`src/hw/pet_defs.svh`:
```
`ifndef PET_DEFS_SVH
`define PET_DEFS_SVH

// Wishbone bus widths
`define WB_ADDR_WIDTH 16                // 64 KiB CPU address space
`define DATA_WIDTH 8                    // Byte wide data path

// Memory depths in words
`define MAIN_RAM_DEPTH 16384            // 16 KiB main RAM
`define VIDEO_RAM_DEPTH 2048            // 2 KiB video RAM

// Address map, each base aligned to the size of its region
`define MAIN_RAM_BASE 16'h0000
`define VIDEO_RAM_BASE 16'h8000
`define CTRL_BASE 16'hE800

// Control region is 16 addresses long
`define CTRL_ADDR_BITS 4

// Write protect granularity
`define WP_BANK_BITS 11                 // 2 KiB banks, 8 banks over main RAM

// Value returned for reads that hit no region
`define UNMAPPED_DATA 8'hFF

`endif
```
`src/hw/common_pkg.sv`:
```
`include "pet_defs.svh"

package common_pkg;

    // Full Wishbone address as driven by the master
    typedef logic [`WB_ADDR_WIDTH-1:0] wb_addr_t;

    // One data byte on the bus
    typedef logic [`DATA_WIDTH-1:0] wb_data_t;

    // One bit per 2 KiB bank of main RAM
    typedef logic [(`MAIN_RAM_DEPTH >> `WP_BANK_BITS)-1:0] wp_mask_t;

    // Bank number inside main RAM, used to index wp_mask_t
    typedef logic [$clog2(`MAIN_RAM_DEPTH >> `WP_BANK_BITS)-1:0] wp_bank_t;

    // Control register index, taken from the low address bits
    // Indices above REG_SCRATCH are unused and read as zero
    typedef enum logic [`CTRL_ADDR_BITS-1:0] {
        REG_WP_MASK        = 4'd0,      // Write protect mask
        REG_UNMAPPED_COUNT = 4'd1,      // Saturating unmapped access count
        REG_SCRATCH        = 4'd2       // Free scratch byte
    } ctrl_reg_e;

endpackage

```
`src/hw/wb_ctrl_regs.sv`:
```
`timescale 1ns/1ps
`include "pet_defs.svh"

module wb_ctrl_regs (
    input  logic                 wb_clock_i,
    input  logic                 rst_i,

    // Wishbone B4 pipelined peripheral
    input  common_pkg::wb_addr_t wbp_addr_i,
    input  common_pkg::wb_data_t wbp_data_i,
    input  logic                 wbp_we_i,
    input  logic                 wbp_cycle_i,
    input  logic                 wbp_strobe_i,
    input  logic                 wbp_sel_i,         // From the address decoder
    output common_pkg::wb_data_t wbp_data_o,
    output logic                 wbp_ack_o,
    output logic                 wbp_stall_o,

    input  logic                 unmapped_hit_i,    // One pulse per unmapped access
    output common_pkg::wp_mask_t wp_mask_o
);
    common_pkg::ctrl_reg_e reg_idx;
    common_pkg::wp_mask_t  wp_mask_q;
    common_pkg::wb_data_t  count_q;
    common_pkg::wb_data_t  scratch_q;
    common_pkg::wb_data_t  rd_data;
    logic                  access;
    logic                  count_clr;

    assign access      = wbp_sel_i & wbp_cycle_i & wbp_strobe_i;
    assign reg_idx     = common_pkg::ctrl_reg_e'(wbp_addr_i[`CTRL_ADDR_BITS-1:0]);
    assign count_clr   = access & wbp_we_i & (reg_idx == common_pkg::REG_UNMAPPED_COUNT);
    assign wbp_stall_o = 1'b0;
    assign wp_mask_o   = wp_mask_q;

    // Read mux, unused indices read as zero
    always_comb begin
        case (reg_idx)
            common_pkg::REG_WP_MASK:        rd_data = common_pkg::wb_data_t'(wp_mask_q);
            common_pkg::REG_UNMAPPED_COUNT: rd_data = count_q;
            common_pkg::REG_SCRATCH:        rd_data = scratch_q;
            default:                        rd_data = '0;
        endcase
    end

    always_ff @(posedge wb_clock_i) begin
        if (rst_i) begin
            wbp_ack_o <= 1'b0;
            wp_mask_q <= '0;                    // Everything writable after reset
            count_q   <= '0;
        end else begin
            wbp_ack_o <= access;
            if (access && wbp_we_i && reg_idx == common_pkg::REG_WP_MASK) begin
                wp_mask_q <= common_pkg::wp_mask_t'(wbp_data_i);
            end
            if (count_clr) begin
                count_q <= '0;                  // Clear wins over a same-cycle hit
            end else if (unmapped_hit_i && count_q != '1) begin
                count_q <= count_q + 1'b1;      // Sticks at 255
            end
        end
    end

    // Read data and scratch byte
    always_ff @(posedge wb_clock_i) begin
        if (access) begin
            wbp_data_o <= rd_data;              // Value before any write this cycle
            if (wbp_we_i && reg_idx == common_pkg::REG_SCRATCH) begin
                scratch_q <= wbp_data_i;
            end
        end
    end

    // Saturated counter only leaves 255 through a write
    count_saturates: assert property (
        @(posedge wb_clock_i) disable iff (rst_i)
        (count_q == '1 && !count_clr) |=> (count_q == '1)
    );

endmodule

```
`config.mk`:
```
export PLATFORM = sky130hd
export DESIGN_NAME = wb_ctrl_regs
export DESIGN_NICKNAME = d
export VERILOG_FILES = /design/src/hw/common_pkg.sv /design/src/hw/wb_ctrl_regs.sv
export VERILOG_INCLUDE_DIRS = /design/src /design/src/hw
export SDC_FILE = /design/constraint.sdc
export NUM_CORES = 1
export LEC_CHECK = 0
export CAP_MARGIN = 20
export CORE_ASPECT_RATIO = 1.5
export CORE_UTILIZATION = 50
export CTS_BUF_LIST = sky130_fd_sc_hd__clkbuf_16
export CTS_CLUSTER_DIAMETER = 50
export DETAILED_ROUTE_END_ITERATION = 8
export DONT_BUFFER_PORTS = 1
export PLACE_DENSITY = 0.63
export SETUP_SLACK_MARGIN = 0.4
export SYNTH_ARGS = -nofsm -noshare
export SYNTH_HDL_FRONTEND = slang
export SYNTH_SLANG_ARGS = --single-unit
```
`constraint.sdc`:
```
create_clock -name wb_clock_i -period 2.4 [get_ports wb_clock_i]
set_input_delay 0.12 -clock wb_clock_i [delete_from_list [all_inputs] [get_ports wb_clock_i]]
set_output_delay 0.12 -clock wb_clock_i [all_outputs]
set_load 0.1 [all_outputs]
```
Word-level counts from Yosys, hierarchy flattened
Cells that the tools add are included.
W data, S select, Z words.
{ "word_totals": {"reg_bits": 33, "input_bits": 31, "out_inout_bits": 18, "word_cells": 21} }
{ "op_classes": {"n_addsub": 1, "eq_ne": 3, "muxes": 1, "bitwise_logic": 4, "reduce_logical": 7} }
{ "ops": {"columns": ["cell", "n"], "rows": [
  ["$pmux W8 S3", 1],
  ["$add A8 B1 Y8 const B", 1],
  ["$ne A8 B8 Y1 const B", 1],
  ["$and A1 B1 Y1", 4],
  ["$eq A4 B1 Y1 const B", 1],
  ["$eq A4 B2 Y1 const B", 1],
  ["$logic_and A1 B1 Y1", 4],
  ["$logic_not A4 Y1", 1],
  ["$reduce_and A2 Y1", 1],
  ["$reduce_or A2 Y1", 1]
]} }

Logic depth before layout (Yosys ltp)
Gate-level depths: netlist of the first run.
{ "depth": {"ltp_word": 5, "depth_mapped": 5, "depth_no_buf": 4} }

Least setup slack after synthesis of the first run
Ideal clock, no wire load.
{ "synth_timing": {"kind": "input-to-reg", "startpoint": "input wbp_addr_i[0]", "endpoint": "register scratch_q[0] (enable)", "setup_time_ps": 332, "arrival_time_ps": 1044, "required_ps": 2068, "slack_ps": 1024, "path_stages": 2, "path_buffers": 0, "path_cell_list": "nor4b_2 and3_1"} }
{ "synth_between": {"elab_chain_len": 3} }
{ "synth_lines": {"columns": ["element", "line", "rtl"], "rows": [
  ["start: declaration", "wb_ctrl_regs.sv:9", "input common_pkg::wb_addr_t wbp_addr_i,"],
  ["$eq A4 B2 Y1", "wb_ctrl_regs.sv:68", "if (wbp_we_i && reg_idx == common_pkg::REG_SCRATCH) begin"],
  ["$logic_and A1 B1 Y1", "wb_ctrl_regs.sv:68", null],
  ["$reduce_and A2 Y1 (no source line)", null, null],
  ["end signal: assignment", "wb_ctrl_regs.sv:69", "scratch_q <= wbp_data_i;"],
  ["end: declaration", "wb_ctrl_regs.sv:25", "common_pkg::wb_data_t scratch_q;"]
]} }
Every way passes these cells.
A chain may end at the register's enable or synchronous reset.

Final worst setup path of the first run
{ "layout_timing": {"startpoint": "register count_q[0]", "endpoint": "register count_q[1]"} }
{ "layout_between": {"elab_chain_len": 2, "word_cells_on_any_way": 3, "cone_classes": "add/sub (1); eq/ne (1); reduce/logical (1)"} }
{ "layout_lines": {"columns": ["element", "line", "rtl"], "rows": [
  ["start: declaration", "wb_ctrl_regs.sv:24", "common_pkg::wb_data_t count_q;"],
  ["start signal: assignment", "wb_ctrl_regs.sv:59", "count_q <= count_q + 1'b1;"],
  ["branches (longest 2 deep; another with $add A8 B1 Y8)", null, null]
]} }
Parallel ways; which one is timed is not known.

==> results of run 1 <==
## cell usage in the layout (no fill, tap or decap), types with 2 or more instances in the layout
cell type / count
dfxtp_1: 17
nand2b_1: 16
edfxtp_1: 16
mux2i_1: 11
dlygate4sd3_1: 9
a222oi_1: 8
inv_1: 8
o21ai_0: 6
and3_1: 5
a21oi_1: 5
nor2b_1: 5
clkbuf_16: 5
nor2_1: 3
a211oi_1: 3
a21boi_0: 3
buf_4: 3
nor4b_2: 2
and4_1: 2
nand4_1: 2
a311oi_1: 2
clkinv_2: 2
## critical path: cells and delay by family (launching register included)
| kind | cells | cell delay (ns) |
|---|---|---|
| muxes | 1 | 0.23 |
| adders and majority gates | 1 | 0.27 |
| AOI/OAI and AO/OA | 1 | 0.38 |
| DFF | 1 | 0.36 |
| and+or+nand+nor | 1 | 0.22 |
## cell usage after synthesis
library cell,count
a211oi_1,3
a21boi_0,3
a21oi_1,5
a222oi_1,8
a311oi_1,2
a31oi_1,1
a41oi_1,1
and3_1,5
and4_1,2
buf_2,2
buf_4,1
buf_6,1
clkbuf_1,2
clkbuf_2,1
conb_1,1
dfxtp_1,17
edfxtp_1,16
ha_1,1
inv_1,8
mux2i_1,11
nand2_1,1
nand2b_1,16
nand3_1,1
nand4_1,2
nor2_1,3
nor2b_1,5
nor3_1,1
nor4_4,1
nor4b_2,2
o21ai_0,6
o21bai_4,1
or4b_1,1
## flip-flops by register name, indices dropped and copies added (netlist names)
name and cells:
count_q 8, wp_mask_o 8, scratch_q 8, wbp_ack_o 1, wbp_data_o 8
## power breakdown
| part | total (mW) | switching (mW) | internal, mW |
|---|---|---|---|
| Sequential | 0.620 | 0.0237 | 0.597 |
| Combinational | 0.0585 | 0.0278 | 0.0307 |
| Clock | 0.603 | 0.224 | 0.379 |
## logic make-up after synthesis
kind of cell | count (synthesis) | share of synthesized area (%)
AO/OA/AOI/OAI | 30 | 15.1
adder cells (fa/ha/maj) | 1 | 0.818
buffers and inverters | 15 | 4.66
flip-flops | 33 | 53.7
multiplexers | 11 | 7.20
other | 1 | 0.245
AND/OR/NAND/NOR | 40 | 18.2
## final timing paths
kind | start | endpoint
min reg2reg | count_q[5]$_SDFFE_PP0P_ | count_q[5]$_SDFFE_PP0P_
min | wbp_data_i[0] | wp_mask_o[0]$_SDFFE_PP0P_
max | count_q[0]$_SDFFE_PP0P_ | count_q[1]$_SDFFE_PP0P_
max reg2reg | count_q[0]$_SDFFE_PP0P_ | count_q[1]$_SDFFE_PP0P_
## layout make-up
| class | count | area share [%] |
|---|---|---|
| Tap cell | 39 | 2.72 |
| Inverter | 8 | 1.68 |
| Timing Repair Buffer | 12 | 6.28 |
| Clock buffer | 5 | 6.98 |
| Clock inverter | 3 | 0.978 |
| Multi-Input combinational cell | 83 | 35.5 |
| Sequential cell | 33 | 45.8 |
## metrics by stage
| step | util [%] | hold WS [ns] | power, mW | cells | setup WS (ns) |
|---|---|---|---|---|---|
| finish | 61.5 | 0.000702 | 1.28 | 183 | 0.872 |
| global route | 61.5 | 0.00598 | 1.33 | 183 | 0.739 |
| CTS | 61.5 | 0.000186 | 1.29 | 183 | 0.886 |
| detailed placement | 53.5 | 0.198 | 0.678 | 166 | 0.889 |
| global placement | 53.5 | 0.197 | 0.676 | 166 | 0.898 |
| floorplan | - | 0.219 | 0.673 | 131 | 1.02 |
## layer usage
layer  GRT usage [%]  vias to the layer above  share of wire, %
li1                -                      519                 -
met1            23.3                      514                38
met2            34.0                       27                55
met3            8.85                        5               4.5
met4            8.89                        0               1.9
met5               0                        -                 0
==> results.md, run 1 <==
- Critical Path Fanout Max: 6
- WS Path Type: flip-flop to flip-flop
- WL per Instance: 15.9 microns
- Cts hold-fix bufs: 9
- Routability Congestion: 0.872
- Share of the synthesized area in the top cell type: 31.4%
- Root buf cell: clkbuf_16
- Vias per inst: 5.82
- Global-route usage over all layers: 21.1%
- First-pass GRT wire length: 4.88 mm
- Area of the multi-input gates: 637 sq um
- Worst path required time: 2.60 ns
- Routed Antenna Nets: 0
- Design area: 1790 sq um
- Final setup TNS: 0 ns
- # diodes: 0
- Final hold vios: 0
- Synth-to-layout area growth: 17.2%
- Least-Margin Pin Slew: 1.02 ns
- Cell count of the worst reg-to-reg path: 4
- Number of port buffers: 0
- Initial detailed-routing violation count: 39
- R2R Setup Slk: 0.87 ns
- MaxCap Viol Count: 0
- Synthesized area per cell: 11.7 sq um
- Longest Clk Path Bufs: 2
- Crit path largest cell delay: 0.38 ns
- Slew Limit Fails: 0
- Hold crit path type: input port to flip-flop
- TritonCTS Buffers: 5
- Power Density: 715 nW/um^2
- NumNets Final: 175
- Placed inst area: 1560 sq um
- CTS Sinks: 33
- Post-synth top area cell: edfxtp_1
- Mapped Area: 1530 sq um
- Post-CTS Repair Setup Buffers: 0
- DRC errors left: 0
- Final clock skew: 0.00359 ns
- Initial core utilization: 52.5%
- Vias in the first global route: 1068
- Worst Setup End Kind: flip-flop
- Min Tclk post-route: 1.53 ns
- Slew headroom: 32.0%
- Die X: 47.2 microns
- Fillers: 253
- Net Count, Synth: 163
- Yosys cell types: 32
- Ratio of cells with drive above 1 in the final layout: 10.4%
- TritonRoute pass-1 iters: 4
- Hold Crit Depth: 2
- DP Wirelength: 2.12 mm
- Gates resized, CTS repair: 0
- Core area: 2910 sq um
- Die ar.: 3290 sq um
- Worst Setup Start Kind: flip-flop
- Total gr overflow: 0
- Sequential cell area: 821 sq um
- Worst-Skew Late Latency: 0.27 ns
- Critical path data arrival time: 1.73 ns
- Yosys synthesis warning count: 0
- Top-level port count: 49
- Die H: 69.7 microns
- Vias: 1065
- Mapped Cells: 131
- Htree depth: 2
- Initial antenna violation count: 0
- RSZ-0062 raised after global routing: false
- #FFs+latches synth: 33
- CTS tree: built
- Status: complete, no violations
- Pin count of the biggest net entering global routing: 25
- Achievable Freq: 0.655 GHz
- Max rail drop VDD: 0.519 mV
- Sequential-to-total area share from yosys stat: 53.7%
- Final setup viols: 0
- Fin crit share: 63.7%
- Critical Path Slowest Stage Cell: a21boi_0
- Ranking of synthesized cells by area: edfxtp_1 31%, dfxtp_1 22%, mux2i_1 7.2%
- CP Cell Sequence: ha_1 -> and3_1 -> a21boi_0 -> mux2i_1
- Post-Route WL: 2.91 mm
- Clock slew at reported path FFs: 0.05 ns
- Static leakage: 0.668 nW
- Rows: 24
Note: power is estimated with default switching activity, not from simulation.
==> run 2, diff against run 1 <==
--- a/config.mk
+++ b/config.mk
@@ -13,7 +13,7 @@
 export CTS_CLUSTER_DIAMETER = 50
 export DETAILED_ROUTE_END_ITERATION = 8
 export DONT_BUFFER_PORTS = 1
-export PLACE_DENSITY = 0.63
+export PLACE_DENSITY = 0.66
 export SETUP_SLACK_MARGIN = 0.4
 export SYNTH_ARGS = -nofsm -noshare
 export SYNTH_HDL_FRONTEND = slang
==> constraint.sdc (replaced) <==
create_clock -name wb_clock_i -period 1.3 [get_ports wb_clock_i]
set_input_delay 0.065 -clock wb_clock_i [delete_from_list [all_inputs] [get_ports wb_clock_i]]
set_output_delay 0.065 -clock wb_clock_i [all_outputs]
set_load 0.1 [all_outputs]
==> results.md, run 2 (synthesis results as in run 1) <==
- Die H: 69.7 microns (unchanged)
- Number of port buffers: 0 (unchanged)
- GR Util met2: 41.5% (+7.6 points)
- Critical Path Fanout Max: 7 (+1)
- TritonCTS Buffers: 5 (unchanged)
- First-pass GRT wire length: 5.76 mm (+18%)
- Final setup viols: 0 (unchanged)
- GRT busiest layer: met2
- Max rail drop VDD: 1.06 mV (+100%)
- Worst Setup Slack, final: 0.130 ns (-0.743 ns)
- Post-Place Worst Slack: 0.0532 ns (-0.835 ns)
- TritonRoute pass-1 iters: 5 (+1)
- Status: finished, violations left
- Worst hold slack: -0.0174 ns (-0.0181 ns)
- MaxCap Viol Count: 0 (unchanged)
- Ratio of cells with drive above 1 in the final layout: 43.8% (+33 points)
- Grt met3 use: 7.55% (-1.3 points)
- Synth-to-layout area growth: 54.4%
- DRC errors left: 0 (unchanged)
- Critical Path Slowest Stage Cell: dfxtp_2
- Critical path data arrival time: 1.33 ns (-0.40 ns)
- Worst path required time: 1.46 ns (-1.14 ns)
- Static leakage: 0.906 nW (+36%)
- CTS Sinks: 33 (unchanged)
- Die ar.: 3290 sq um (unchanged)
- Achievable Freq: 0.854 GHz (+31%)
- Routed Antenna Nets: 0 (unchanged)
- Pwr Total: 2.57 mW (+100%)
- Global-route usage over all layers: 25.5% (+4.4 points)
- Worst Setup End Kind: flip-flop
- Core area: 2910 sq um (unchanged)
- Longest Clk Path Bufs: 2 (unchanged)
- Root buf cell: clkbuf_16
- Routability Congestion: 0.780 (-11%)
- Final clock skew: 0.00353 ns (-0.0000576 ns)
- Met1 Use GR: 28.9% (+5.6 points)
- Initial core utilization: 52.5% (unchanged)
- Pin count of the biggest net entering global routing: 25 (unchanged)
- Min Tclk post-route: 1.17 ns (-0.357 ns)
- Top-level port count: 49 (unchanged)
- WS Path Type: flip-flop to flip-flop
- Fin crit share: 90.0% (+26 points)
- Crit path largest cell delay: 0.34 ns (-0.04 ns)
- Slew Limit Fails: 0 (unchanged)
- # diodes: 0 (unchanged)
- Least-Margin Pin Slew: 0.719 ns (-0.300 ns)
- Vias per inst: 5.82 (about the same)
- CP Cell Sequence: and4_1 -> buf_6 -> a21oi_1 -> a311oi_2
- Vias: 1251 (+17%)
- Die X: 47.2 microns (unchanged)
- DP Wirelength: 2.26 mm (+6.4%)
- Htree depth: 2 (unchanged)
- Post-Route WL: 4.21 mm (+45%)
- Failing checks: negative hold slack
- Worst Setup Start Kind: flip-flop
- Total gr overflow: 0 (unchanged)
- Initial detailed-routing violation count: 69 (+77%)
- Clock slew at reported path FFs: 0.05 ns (about the same)
- Initial antenna violation count: 0 (unchanged)
- RSZ-0062 raised after global routing: true
- WL per Instance: 19.6 microns (+23%)
- Slew headroom: 52.0% (+20 points)
- Commonest non-fill, non-tap cells in the layout: 16 x nand2b_1, 16 x edfxtp_1, 15 x dfxtp_4
- Final hold vios: 4 (+4)
- Vias in the first global route: 1233 (+15%)
- CTS tree: built
- Worst-Skew Late Latency: 0.27 ns (about the same)
- Power Density: 1090 nW/um^2 (+52%)
- Rows: 24 (unchanged)
- Final setup TNS: 0 ns (unchanged)
- Hold crit path type: input port to flip-flop
- NumNets Final: 207 (+18%)
run 2: repair_timing:
item	CTS	global route
gates cloned	0	0
hold buffers	8	2
resized for setup	41	16
hold endpoints to repair	20	7
setup buffers	9	3
pin swaps	12	12
setup endpoints to repair	33	32
run 2: critical path, delay by kind of cell, from the launching register on:
family,cells,cell delay (ns)
DFF,1,0.34
and+or+nand+nor,1,0.23
AOI/OAI and AO/OA,2,0.33
buffers and inverters,1,0.16
run 2: stage by stage:
stage                     hold WS (ns)  utilization (%)  std cells  area, sq um
after floorplan                  0.164                -        131         1640
after global placement           0.134             61.6        185         1800
after detailed placement         0.139             61.6        185         1800
after CTS                       -0.150             76.8        210         2240
after global routing          -0.00513             81.1        215         2360
final                          -0.0174             81.1        215         2360
run 2: power breakdown:
group	switching, mW	internal [mW]	total [mW]
Clock	0.405	0.889	1.29
Combinational	0.0956	0.0838	0.179
Sequential	0.0190	1.08	1.09
run 2: worst paths after layout:
path | startpoint | endpoint | slack [ns] | cells after the start
min reg2reg | wp_mask_o[0]$_SDFFE_PP0P_ | wp_mask_o[0]$_SDFFE_PP0P_ | 0.52 | 2
max reg2reg | count_q[6]$_SDFFE_PP0P_ | count_q[7]$_SDFFE_PP0P_ | 0.13 | 4
max | count_q[6]$_SDFFE_PP0P_ | count_q[7]$_SDFFE_PP0P_ | 0.13 | 4
min | rst_i | wp_mask_o[1]$_SDFFE_PP0P_ | -0.02 | 2
run 2: final cells by class:
type	count	area, sq um
clock buffer	5	125
clock inverter	3	37.5
fill	180	552
inverter	8	30.0
multi-input combinational	83	739
sequential	33	880
tap	39	48.8
timing repair buffer	44	500
run 2: metal layers:
layer  routed length, microns  vias up
met5                        0        -
met4                      120        0
met3                      197       12
met2                     2370       54
met1                     1520      601
li1                         -      584
