<file path="config.mk">
export PLATFORM = sky130hd
export DESIGN_NAME = wb_addr_decode
export DESIGN_NICKNAME = d
export VERILOG_FILES = /design/src/hw/common_pkg.sv /design/src/hw/wb_addr_decode.sv
export VERILOG_INCLUDE_DIRS = /design/src /design/src/hw
export SDC_FILE = /design/constraint.sdc
export NUM_CORES = 1
export LEC_CHECK = 0
export ABC_AREA = 1
export BUFFER_PORTS_ARGS = -buffer_cell sky130_fd_sc_hd__buf_2
export CAP_MARGIN = 30
export CORE_UTILIZATION = 28
export CTS_BUF_LIST = sky130_fd_sc_hd__clkbuf_8
export DETAILED_ROUTE_END_ITERATION = 8
export GPL_ROUTABILITY_DRIVEN = 0
export PLACE_DENSITY = 0.78
export SETUP_SLACK_MARGIN = 0.05
export SLEW_MARGIN = 25
export SYNTH_ARGS = -nofsm -noshare
export SYNTH_HDL_FRONTEND = slang
export SYNTH_SLANG_ARGS = --single-unit
</file>
<file path="constraint.sdc">
create_clock -name wb_clock_i -period 0.9 [get_ports wb_clock_i]
set_input_delay 0.135 -clock wb_clock_i [delete_from_list [all_inputs] [get_ports wb_clock_i]]
set_output_delay 0.135 -clock wb_clock_i [all_outputs]
set_load 0.05 [all_outputs]
</file>
<file path="src/hw/pet_defs.svh">
`ifndef PET_DEFS_SVH
`define PET_DEFS_SVH

// Wishbone bus widths
`define WB_ADDR_WIDTH 16                // 64 KiB CPU address space
`define DATA_WIDTH 8                    // Byte wide data path

// Memory depths in words
`define MAIN_RAM_DEPTH 16384            // 16 KiB main RAM
`define VIDEO_RAM_DEPTH 2048            // 2 KiB video RAM

// Address map, each base aligned to the size of its region
`define MAIN_RAM_BASE 16'h0000
`define VIDEO_RAM_BASE 16'h8000
`define CTRL_BASE 16'hE800

// Control region is 16 addresses long
`define CTRL_ADDR_BITS 4

// Write protect granularity
`define WP_BANK_BITS 11                 // 2 KiB banks, 8 banks over main RAM

// Value returned for reads that hit no region
`define UNMAPPED_DATA 8'hFF

`endif
</file>
<file path="src/hw/common_pkg.sv">
`include "pet_defs.svh"

package common_pkg;

    // Full Wishbone address as driven by the master
    typedef logic [`WB_ADDR_WIDTH-1:0] wb_addr_t;

    // One data byte on the bus
    typedef logic [`DATA_WIDTH-1:0] wb_data_t;

    // One bit per 2 KiB bank of main RAM
    typedef logic [(`MAIN_RAM_DEPTH >> `WP_BANK_BITS)-1:0] wp_mask_t;

    // Bank number inside main RAM, used to index wp_mask_t
    typedef logic [$clog2(`MAIN_RAM_DEPTH >> `WP_BANK_BITS)-1:0] wp_bank_t;

    // Control register index, taken from the low address bits
    // Indices above REG_SCRATCH are unused and read as zero
    typedef enum logic [`CTRL_ADDR_BITS-1:0] {
        REG_WP_MASK        = 4'd0,      // Write protect mask
        REG_UNMAPPED_COUNT = 4'd1,      // Saturating unmapped access count
        REG_SCRATCH        = 4'd2       // Free scratch byte
    } ctrl_reg_e;

endpackage

</file>
<file path="src/hw/wb_addr_decode.sv">
`timescale 1ns/1ps
`include "pet_defs.svh"

module wb_addr_decode (
    input  logic                 wb_clock_i,
    input  logic                 rst_i,

    // Master request side
    input  common_pkg::wb_addr_t wbp_addr_i,
    input  logic                 wbp_cycle_i,
    input  logic                 wbp_strobe_i,
    input  logic                 wbp_we_i,

    // Protection mask from the control block
    input  common_pkg::wp_mask_t wp_mask_i,

    // Peripheral responses
    input  common_pkg::wb_data_t main_data_i,
    input  logic                 main_ack_i,
    input  common_pkg::wb_data_t video_data_i,
    input  logic                 video_ack_i,
    input  common_pkg::wb_data_t ctrl_data_i,
    input  logic                 ctrl_ack_i,

    // Peripheral selects
    output logic                 main_sel_o,
    output logic                 video_sel_o,
    output logic                 ctrl_sel_o,
    output logic                 main_wr_inhibit_o,
    output logic                 unmapped_hit_o,

    // Merged response to the master
    output common_pkg::wb_data_t wbp_data_o,
    output logic                 wbp_ack_o
);
    localparam int MAIN_BITS  = $clog2(`MAIN_RAM_DEPTH);
    localparam int VIDEO_BITS = $clog2(`VIDEO_RAM_DEPTH);

    // Which source answers in the ack cycle
    typedef enum logic [1:0] {
        SRC_MAIN,
        SRC_VIDEO,
        SRC_CTRL,
        SRC_UNMAPPED
    } src_e;

    logic                 access;
    logic                 main_hit;
    logic                 video_hit;
    logic                 ctrl_hit;
    common_pkg::wp_bank_t bank;
    src_e                 src_d;
    src_e                 src_q;
    logic                 unmapped_ack_q;

    assign access = wbp_cycle_i & wbp_strobe_i;

    // Region compare on the bits above each region's offset
    assign main_hit  = (wbp_addr_i >> MAIN_BITS) == (`MAIN_RAM_BASE >> MAIN_BITS);
    assign video_hit = (wbp_addr_i >> VIDEO_BITS) == (`VIDEO_RAM_BASE >> VIDEO_BITS);
    assign ctrl_hit  = (wbp_addr_i >> `CTRL_ADDR_BITS) == (`CTRL_BASE >> `CTRL_ADDR_BITS);

    assign main_sel_o     = access & main_hit;
    assign video_sel_o    = access & video_hit;
    assign ctrl_sel_o     = access & ctrl_hit;
    assign unmapped_hit_o = access & ~(main_hit | video_hit | ctrl_hit);   // Hole in the map

    // Protection applies per 2 KiB bank, only writes are blocked
    assign bank              = wbp_addr_i[MAIN_BITS-1:`WP_BANK_BITS];
    assign main_wr_inhibit_o = wbp_we_i & wp_mask_i[bank];

    always_comb begin
        if (main_hit) begin
            src_d = SRC_MAIN;
        end else if (video_hit) begin
            src_d = SRC_VIDEO;
        end else if (ctrl_hit) begin
            src_d = SRC_CTRL;
        end else begin
            src_d = SRC_UNMAPPED;
        end
    end

    // Remember the source for the ack cycle, answer unmapped accesses here
    always_ff @(posedge wb_clock_i) begin
        if (rst_i) begin
            src_q          <= SRC_MAIN;
            unmapped_ack_q <= 1'b0;
        end else begin
            unmapped_ack_q <= unmapped_hit_o;
            if (access) begin
                src_q <= src_d;     // Holds while idle, its ack stays low
            end
        end
    end

    // Response merge in the ack cycle
    always_comb begin
        case (src_q)
            SRC_MAIN: begin
                wbp_data_o = main_data_i;
                wbp_ack_o  = main_ack_i;
            end
            SRC_VIDEO: begin
                wbp_data_o = video_data_i;
                wbp_ack_o  = video_ack_i;
            end
            SRC_CTRL: begin
                wbp_data_o = ctrl_data_i;
                wbp_ack_o  = ctrl_ack_i;
            end
            default: begin
                wbp_data_o = `UNMAPPED_DATA;    // Open bus reads all ones
                wbp_ack_o  = unmapped_ack_q;
            end
        endcase
    end

    // Regions must not overlap in the address map
    sel_onehot: assert property (
        @(posedge wb_clock_i) disable iff (rst_i)
        $onehot0({main_sel_o, video_sel_o, ctrl_sel_o})
    );

    // Whichever source answers, the master sees its ack one cycle later
    ack_after_access: assert property (
        @(posedge wb_clock_i) disable iff (rst_i)
        access |=> wbp_ack_o
    );

endmodule

</file>
# ---- Yosys cells after proc, flatten, opt, wreduce, memory -nomap -nowiden
# Index checks and enable logic that the tools add are counted.
dict set report op_classes {
  n_eq_ne 4
  n_mux 7
  order_cmp 1
  bitwise 9
  n_reduce_logical 2
}
# op count
set op_table {}
lappend op_table {{one-hot mux 8 bit (3 select lines)} 1}
lappend op_table {{zero test 16 bit} 1}
lappend op_table {{== test 12 bit, second input constant} 1}
lappend op_table {{AND 1 bit} 6}
lappend op_table {{== test 5 bit, second input constant} 1}
lappend op_table {{less-than comparator 3 x 4 -> 1 bit, second input constant} 1}
lappend op_table {{2-to-1 mux 2 bit} 2}
lappend op_table {{binary-select mux 1 bit (select 3 bit)} 1}
lappend op_table {{one-hot mux 1 bit (3 select lines)} 1}
lappend op_table {{== test 2 x 1 -> 1 bit, second input constant} 1}
lappend op_table {{== test 2 bit, second input constant} 1}
lappend op_table {{zero test 2 bit} 1}
lappend op_table {{2-to-1 mux 1 bit} 2}
lappend op_table {{bitwise OR 1 bit} 2}
lappend op_table {{inverter 1 bit} 1}
dict set report totals {
  register_bits 3
  wordCells 25
  out_inout_bits 14
  input_bits 56
}

# ---- Logic depth before layout (Yosys ltp)
# Gate-level depths: netlist of run 1.
dict set report depth {
  word_depth 5
  depth_mapped 7
}

# ---- Worst setup path before layout of run 1
# No wires, ideal clock.
dict set report synth_path {
  kind {in2out}
  from {input wbp_addr_i[11]}
  to {output video_sel_o}
  arrival_ps 1575
  t_required_ps 765
  n_path_buf 1
  path_slack_ps -810
  cell_stages 4
  cell_sequence {buf_6 > nor2_2 > nand2_1 > nor3b_1}
}
dict set report synth_via {
  elab_chain_len 2
}
# item line
set synth_rtl {}
lappend synth_rtl {{start, declared} wb_addr_decode.sv:9} ;# input common_pkg::wb_addr_t wbp_addr_i,
lappend synth_rtl {{== test 5 bit} wb_addr_decode.sv:60} ;# assign video_hit = (wbp_addr_i >> VIDEO_BITS) == (`VIDEO_RAM_BASE >> VIDEO_BITS);
lappend synth_rtl {{AND 1 bit} wb_addr_decode.sv:64} ;# assign video_sel_o = access & video_hit;
lappend synth_rtl {{end, declared} wb_addr_decode.sv:27} ;# output logic video_sel_o,
# No other way between the ends.

# ---- Worst setup path in the final report of run 1
dict set report layout_path {
  from {register src_q[1]}
  to {output wbp_data_o[1]}
}
dict set report layout_via {
  elab_chain_len 2
  word_cells_on_any_way 4
  cone_classes {2 x eq/ne; 1 x mux; 1 x reduce/logical}
}
# item line
set layout_rtl {}
lappend layout_rtl {{start, declared} wb_addr_decode.sv:53} ;# src_e src_q;
lappend layout_rtl {{start signal, assigned} wb_addr_decode.sv:92} ;# src_q <= src_d;
lappend layout_rtl {{== test 2 bit (tied with other cells)} wb_addr_decode.sv:99} ;# case (src_q)
lappend layout_rtl {{one-hot mux 8 bit (3 select lines) *} wb_addr_decode.sv:99}
lappend layout_rtl {{end, declared} wb_addr_decode.sv:33} ;# output common_pkg::wb_data_t wbp_data_o,
# Mark *: on every way between the ends. The rest lies on a longest branch, timed or not.

==> results of run 1 <==
## cells in the final DEF (no fill, tap or decap)
cell type and count:
a21oi_1 1, a21oi_2 1, a31oi_4 1, buf_12 2, buf_2 40, buf_4 9, buf_6 20, buf_8 11
clkbuf_8 3, dfxtp_1 1, dfxtp_4 2, inv_1 3, inv_2 7, inv_4 1, inv_8 1, nand2_1 23
nand2_2 5, nand2_4 4, nand2_8 1, nand3_1 4, nand3_2 6, nand3_4 3, nand4_1 1, nor2_1 2
nor2_2 4, nor2_4 12, nor3_4 1, nor3b_2 1, nor3b_4 1, o211ai_1 1, o21ai_1 1, o21ai_2 8
o21ai_4 2
## layout make-up
class                      instances  area [um^2]  share of cell area
clock inverter                     1         3.75             0.00238
tap                               25         31.3              0.0198
clock buffer                       3         41.3              0.0261
timing repair buffer              82          698               0.442
inverter                          11         51.3              0.0325
multi-input combinational         83          687               0.435
sequential                         3         67.6              0.0428
## worst max-delay path, delay by kind of cell (launching register included)
kind                   cells  cell delay [ns]
and+or+nand+nor            3             0.41
DFF                        1             0.40
buffers and inverters      1             0.14
## power groups by stage
stage	Clock, mW	Combinational [mW]	Sequential [mW]
global route	0.416	1.00	0.163
detailed placement	0	0.654	0.160
CTS	0.384	0.870	0.159
global placement	0	0.639	0.159
finish	0.381	0.962	0.161
floorplan	0	0.439	0.152
## metal layers
metal,GRT usage,routed length (um),vias to the layer above
met3,0.106,342,16
li1,-,-,490
met1,0.302,1100,486
met2,0.626,1830,86
met4,0.200,120,0
met5,0,0,-
## how the worst max path moves through the flow
| stage | from | to | cells past startpoint |
|---|---|---|---|
| floorplan | src_q[0] | wbp_ack_o | 4 |
| global placement | src_q[1] | wbp_data_o[1] | 4 |
| detailed placement | src_q[1] | wbp_data_o[1] | 4 |
| CTS | src_q[0] | wbp_data_o[1] | 5 |
| global route | src_q[1] | wbp_data_o[1] | 4 |
| finish | src_q[1] | wbp_data_o[1] | 4 |
## state kept, by name, indices dropped and copies added (netlist names)
signal	flops
src_q	2
unmapped_ack_q	1
## what timing repair did
item	4_1_cts	5_1_grt
cloned	2	0
resized for setup	95	22
endpoints found under the setup margin	16	17
setup buffers	5	1
pin swaps	26	13
## kinds of logic after synthesis
group | after synthesis | synth area share
AND/OR/NAND/NOR | 66 | 0.602
AO/OA/AOI/OAI | 15 | 0.156
buffers and inverters | 14 | 0.123
flip-flops | 3 | 0.119
## through the flow
step	instance area [um^2]	hold slack, ns	setup TNS, ns	std cells	power, mW
after global placement	1100	0.325	-3.83	197	0.798
after detailed placement	1100	0.327	-4.20	197	0.814
after CTS	1500	0.104	-3.65	208	1.41
after floorplan	681	0.197	-1.83	98	0.591
after global routing	1580	0.108	-4.57	208	1.58
final	1580	0.109	-4.04	208	1.50
==> impl_metrics.csv, run 1 <==
group,metric,value,unit
global_route,number_of_global_route_vias_before_repair,1094,
min_path,min_delay_worst_endpoint,"src_q[1]",
clocking,clock_sinks,3,
clocking,clock_tree_from_tritoncts,"done",
floorplanning,initial_utilization,0.297,
clocking,cts-root-buf,"clkbuf_8",
power,worst_ir_drop_vdd,0.559,mV
route,drc,0,
placement,post-dp-hpwl,1.72,mm
yosys,synth.area.top_cells,"nand2_1 23%, dfxtp_1 12%, nand3_1 12%",
yosys,synth_sequential_area_ratio,0.119,
sta,unrepaired_setup_endpoints_after_global_routing,"true",
yosys,synth.ff_latch_count,3,
sta,tightest_slew,0.211,ns
sta,finalCritPeriodShare,1.47,
final_layout,antenna_cells,0,
yosys,async_flop_share,0,
placement,io_buffer_count,65,
yosys,yosysTopAreaCellShare,0.230,
worst_setup_path,critical_path_cell_by_cell,"nor2_4 -> nand2_1 -> nand3_4 -> buf_8",
final_layout,n_fill_cell,62,
worst_setup_path,critPathRequiredTime,0.76,ns
route,vias_per_cell,5.18,
global_route,antenna_found_initial,0,
worst_setup_path,category_of_the_most_critical_setup_path,"reg2out",
yosys,synth_warnings,0,
yosys,yosysMostFrequentCell,"nand2_1",
final_layout,drive_above_1_share,0.798,
clocking,ctsHoldBuffers,0,
outcome,outcome,"complete, but fails checks",
floorplanning,core_region_area,1710,um^2
outcome,failed_checks,"setup timing",
worst_setup_path,rr_endpoint,"src_q[1]",
power,p_seq_frac,0.107,
route,drt_iter0_markers,13,
yosys,synth_edf_count,0,
sta,final_number_of_setup_violating_endpoints,13,
clocking,cts_buffer_depth,2,
worst_setup_path,cp-start-kind,"register",
route,drt-wirelength-per-cell,16.3,um
power,combinationalPowerShare,0.639,
min_path,timing.hold.worst_path_depth,2,
power,swShare,0.428,
worst_setup_path,crit_arrival,1.19,ns
worst_setup_path,critPathMaxStageDelay,0.40,ns
route,route.vias.total,1078,
worst_setup_path,timing.rr.start,"src_q[1]",
sta,timing.final.ws_setup,-0.422,ns
placement,dpl_worst_slack,-0.343,ns
power,powerDensity,952,nW/um^2
final_layout,design.final.nets,240,
clocking,clkSlewWorstSetupHoldPaths,0.03,ns
worst_setup_path,worst_path_max_delay_cell,"dfxtp_4",
sta,post-route-min-period,1.32,ns
global_route,grt_remaining_overflow,0,
sta,timing.clock.skew,0,ns
route,wirelength,3.38,mm
clocking,insertion_delay,0.22,ns
min_path,hp-start,"rst_i",
yosys,postSynthAreaPerCell,5.17,um^2
clocking,cts_bufs_inserted,3,
worst_setup_path,worst-r2r-cell-count,3,
power,netSwitchingPower,0.644,mW
floorplanning,die_width,44.5,um
yosys,combined_area_of_all_synthesized_cells,507,um^2
yosys,post_synth_num_cell_types,21,
route,drt_first_pass_iters,4,
power,cellInternalPower,0.860,mW
worst_setup_path,critPathCaptureType,"primary output",
yosys,synth_top_cell_by_area,"nand2_1",
floorplanning,floorplan.io_pins,70,
route,postRouteAntennaNets,0,
sta,report.final.hold_viol_count,0,
clocking,cts-htree-levels,1,
floorplanning,std_cell_rows,15,
sta,max_clock_freq,757,MHz
floorplanning,fp.dieArea,1980,um^2
yosys,post_synth_inst_count,98,
power,static-leakage-power,0.769,nW
final_layout,utilization_after_layout,0.925,
power,share_clk_of_total_power,0.254,
yosys,synth_nets,154,
sta,timing.slew.headroom,0.859,
worst_setup_path,r2r_slack,0.08,ns
sta,finalMaxSlewViolations,0,
global_route,gr-usage-all-layers,0.331,
floorplanning,die_y,44.5,um
final_layout,flow.area_growth_from_synthesis,212,%
min_path,worst_hold_check_path_type,"in2reg",
worst_setup_path,critical_path.max_fanout,11,
global_route,grt_first_pass_wirelength,4.70,mm
yosys,synth_top_cells_by_count,"31 x nand2_1, 12 x nand3_1, 12 x nor2_1",
run,max_cap_violations,0,
global_route,grt_start_max_net_pins,12,
yosys,synthFlopType,"dfxtp_1",
Note: power is estimated with default switching activity, not from simulation.
==> run 2: changes to the inputs <==
ABC_AREA = not set   (was 1)
CORE_UTILIZATION = 26   (was 28)
PLACE_DENSITY = 0.82   (was 0.78)
==> run 2 against run 1 <==
The run ends with DRC, setup timing left. Non-clock buffer count is 4 higher. Clock skew is the same. Register-to-register slack improved by 0.02 ns. Combinational power shrank 10%. Synthesized area is 10% lower. Sequential power down 7%. Worst hold slack improved by 0.019 ns. Cell count decreased by 26%. Sequential share of layout area increased by 0.37 points. Highest routed layer unchanged.
==> impl_metrics.csv, run 2 <==
group,metric,value,unit
route,drt_iter0_markers,18,
worst_setup_path,rr_endpoint,"src_q[1]",
final_layout,leading_registers_by_flop_count,"src_q x2, unmapped_ack_q x1",
run,max_cap_violations,0,
final_layout,area.sequential,63.8,um^2
worst_setup_path,worst-r2r-cell-count,3,
placement,placement.cell_area,962,um^2
yosys,synth_warnings,0,
sta,timing.clock.skew,0,ns
sta,tightest_slew,0.440,ns
clocking,cts-root-buf,"clkbuf_8",
floorplanning,die_width,43.8,um
clocking,clock_sinks,3,
floorplanning,initial_utilization,0.288,
sta,finalMaxSlewViolations,0,
placement,place.detailed.instances,143,
final_layout,final_cell_count_no_fill,153,
final_layout,final_common_cell,"buf_2",
route,vias_per_cell,5.56,
worst_setup_path,critical_path.max_fanout,6,
floorplanning,core_region_area,1580,um^2
worst_setup_path,timing.rr.start,"src_q[1]",
yosys,async_flop_share,0,
outcome,outcome,"complete, but fails checks",
outcome,failed_checks,"DRC, setup timing",
worst_setup_path,crit_arrival,1.40,ns
worst_setup_path,cp-start-kind,"register",
global_route,gr-usage-all-layers,0.260,
sta,post-route-min-period,1.53,ns
min_path,min_delay_worst_endpoint,"src_q[1]",
power,worst_ir_drop_vdd,0.709,mV
floorplanning,std_cell_rows,14,
floorplanning,floorplan.io_pins,70,
global_route,global_route.usage.met3,0.100,
clocking,cts_bufs_inserted,3,
floorplanning,fp.dieArea,1920,um^2
final_layout,antenna_cells,0,
global_route,groute.layer.met1.usage,0.196,
route,route.vias.total,851,
sta,report.final.hold_viol_count,0,
yosys,synth_edf_count,0,
route,drc,7,
yosys,synthFlopType,"dfxtp_1",
worst_setup_path,critical_path_cell_by_cell,"buf_12 -> mux2_4 -> o22a_2 -> buf_8",
final_layout,max_reg_flops,2,
sta,timing.final.ws_setup,-0.630,ns
clocking,insertion_delay,0.21,ns
sta,finalCritPeriodShare,1.70,
clocking,cts-htree-levels,1,
worst_setup_path,critPathRequiredTime,0.76,ns
yosys,synth.area.top_cells,"mux2_2 22%, o22a_1 15%, dfxtp_1 13%",
worst_setup_path,worst_path_max_delay_cell,"dfxtp_4",
yosys,synth_sequential_area_ratio,0.132,
yosys,yosysMostFrequentCell,"mux2_2",
sta,timing.slew.headroom,0.705,
worst_setup_path,r2r_slack,0.10,ns
final_layout,utilization_after_layout,0.871,
final_layout,design.final.nets,194,
worst_setup_path,critPathMaxStageDelay,0.36,ns
power,total_power,1.40,mW
power,static-leakage-power,0.655,nW
yosys,synth.ff_latch_count,3,
final_layout,flow.area_growth_from_synthesis,202,%
route,drt_first_pass_iters,6,
sta,unrepaired_setup_endpoints_after_global_routing,"true",
power,powerDensity,1020,nW/um^2
global_route,grt_remaining_overflow,0,
yosys,synth_nets,106,
global_route,grt_first_pass_wirelength,3.66,mm
yosys,combined_area_of_all_synthesized_cells,454,um^2
placement,post-dp-hpwl,1.46,mm
placement,io_buffer_count,65,
global_route,antenna_found_initial,0,
yosys,postSynthAreaPerCell,9.08,um^2
floorplanning,die_y,43.8,um
route,drt-wirelength-per-cell,17.6,um
sta,final_number_of_setup_violating_endpoints,16,
clocking,clkSlewWorstSetupHoldPaths,0.03,ns
final_layout,n_fill_cell,82,
global_route,number_of_global_route_vias_before_repair,889,
final_layout,postLayoutCellArea,1370,um^2
final_layout,area_taken_by_multi_input_logic_gates,520,um^2
min_path,worst_hold_check_path_type,"in2reg",
worst_setup_path,critPathCaptureType,"primary output",
yosys,synth_top_cell_by_area,"mux2_2",
yosys,post_synth_inst_count,50,
global_route,grt_start_max_net_pins,9,
yosys,yosysTopAreaCellShare,0.223,
global_route,grt_most_used_layer,"met2",
worst_setup_path,category_of_the_most_critical_setup_path,"reg2out",
final_layout,drive_above_1_share,0.912,
route,postRouteAntennaNets,0,
route,wirelength,2.69,mm
sta,max_clock_freq,654,MHz
clocking,clock_tree_from_tritoncts,"done",
min_path,timing.hold.worst_path_depth,2,
final_layout,mostFrequentLayoutCells,"41 x buf_2, 23 x buf_6, 11 x buf_8, 10 x buf_4, 8 x o22a_2",
min_path,hp-start,"rst_i",
global_route,grt_use_met2,0.573,
yosys,post_synth_num_cell_types,24,
clocking,cts_buffer_depth,2,
final_layout,regMostFlops,"src_q",
yosys,synth_top_cells_by_count,"9 x mux2_2, 8 x o22a_1, 4 x nor2_1",
==> run 2: cell type report <==
class	instances	share of cell area
Clock inverter	1	0.00273
Timing Repair Buffer	86	0.527
Tap cell	16	0.0146
Multi-Input combinational cell	44	0.379
Sequential cell	3	0.0464
Clock buffer	3	0.0301
==> run 2: routing by layer <==
metal	routed length (um)	vias up
met5	0	-
met4	68	0
met3	267	10
met2	1480	68
met1	867	398
li1	-	375
==> run 2: worst max-delay path by stage <==
stage	start	endpoint	slack [ns]
final	src_q[0]	wbp_data_o[7]	-0.63
after global routing	src_q[0]	wbp_data_o[6]	-0.66
after CTS	src_q[0]	wbp_data_o[7]	-0.61
after detailed placement	wbp_addr_i[12]	unmapped_hit_o	-0.51
after global placement	wbp_addr_i[12]	unmapped_hit_o	-0.49
after floorplan	src_q[0]	wbp_ack_o	-0.33
==> run 2: timing repair <==
action | in CTS | in global routing
pin swaps | 13 | 8
gates resized for setup | 68 | 14
endpoints found under the setup margin | 17 | 17
hold buffers | 0 | 0
buffers inserted | 5 | 1
==> run 2: power by group <==
| part | total (mW) | switching [mW] | internal (mW) | leakage [nW] |
|---|---|---|---|---|
| Sequential | 0.149 | 0.00840 | 0.141 | 0.0253 |
| Combinational | 0.864 | 0.413 | 0.451 | 0.602 |
| Clock | 0.382 | 0.0916 | 0.291 | 0.0269 |
==> run 2: stage by stage <==
step           setup WS [ns]  hold slack (ns)  setup TNS (ns)
3_5_place_dp          -0.511            0.348           -7.50
3_3_place_gp          -0.494            0.343           -7.23
6_report              -0.630            0.128           -7.53
5_1_grt               -0.656            0.128           -7.98
4_1_cts               -0.605            0.124           -7.05
2_1_floorplan         -0.326            0.197           -4.02
==> run 2: cells by family (layout without fill, tap and decap cells) <==
logic type | after synthesis | after routing | synth area share
mux | 11 | 11 | 0.331
compound gates | 13 | 13 | 0.253
simple gates | 20 | 20 | 0.256
flops | 3 | 3 | 0.132
buf+inv | 3 | 90 | 0.0275
==> run 2: critical path: cells and delay by family (launching register included) <==
family                 cells  cell delay, ns
AOI/OAI and AO/OA          1            0.25
buffers and inverters      2            0.27
DFF                        1            0.36
muxes                      1            0.29
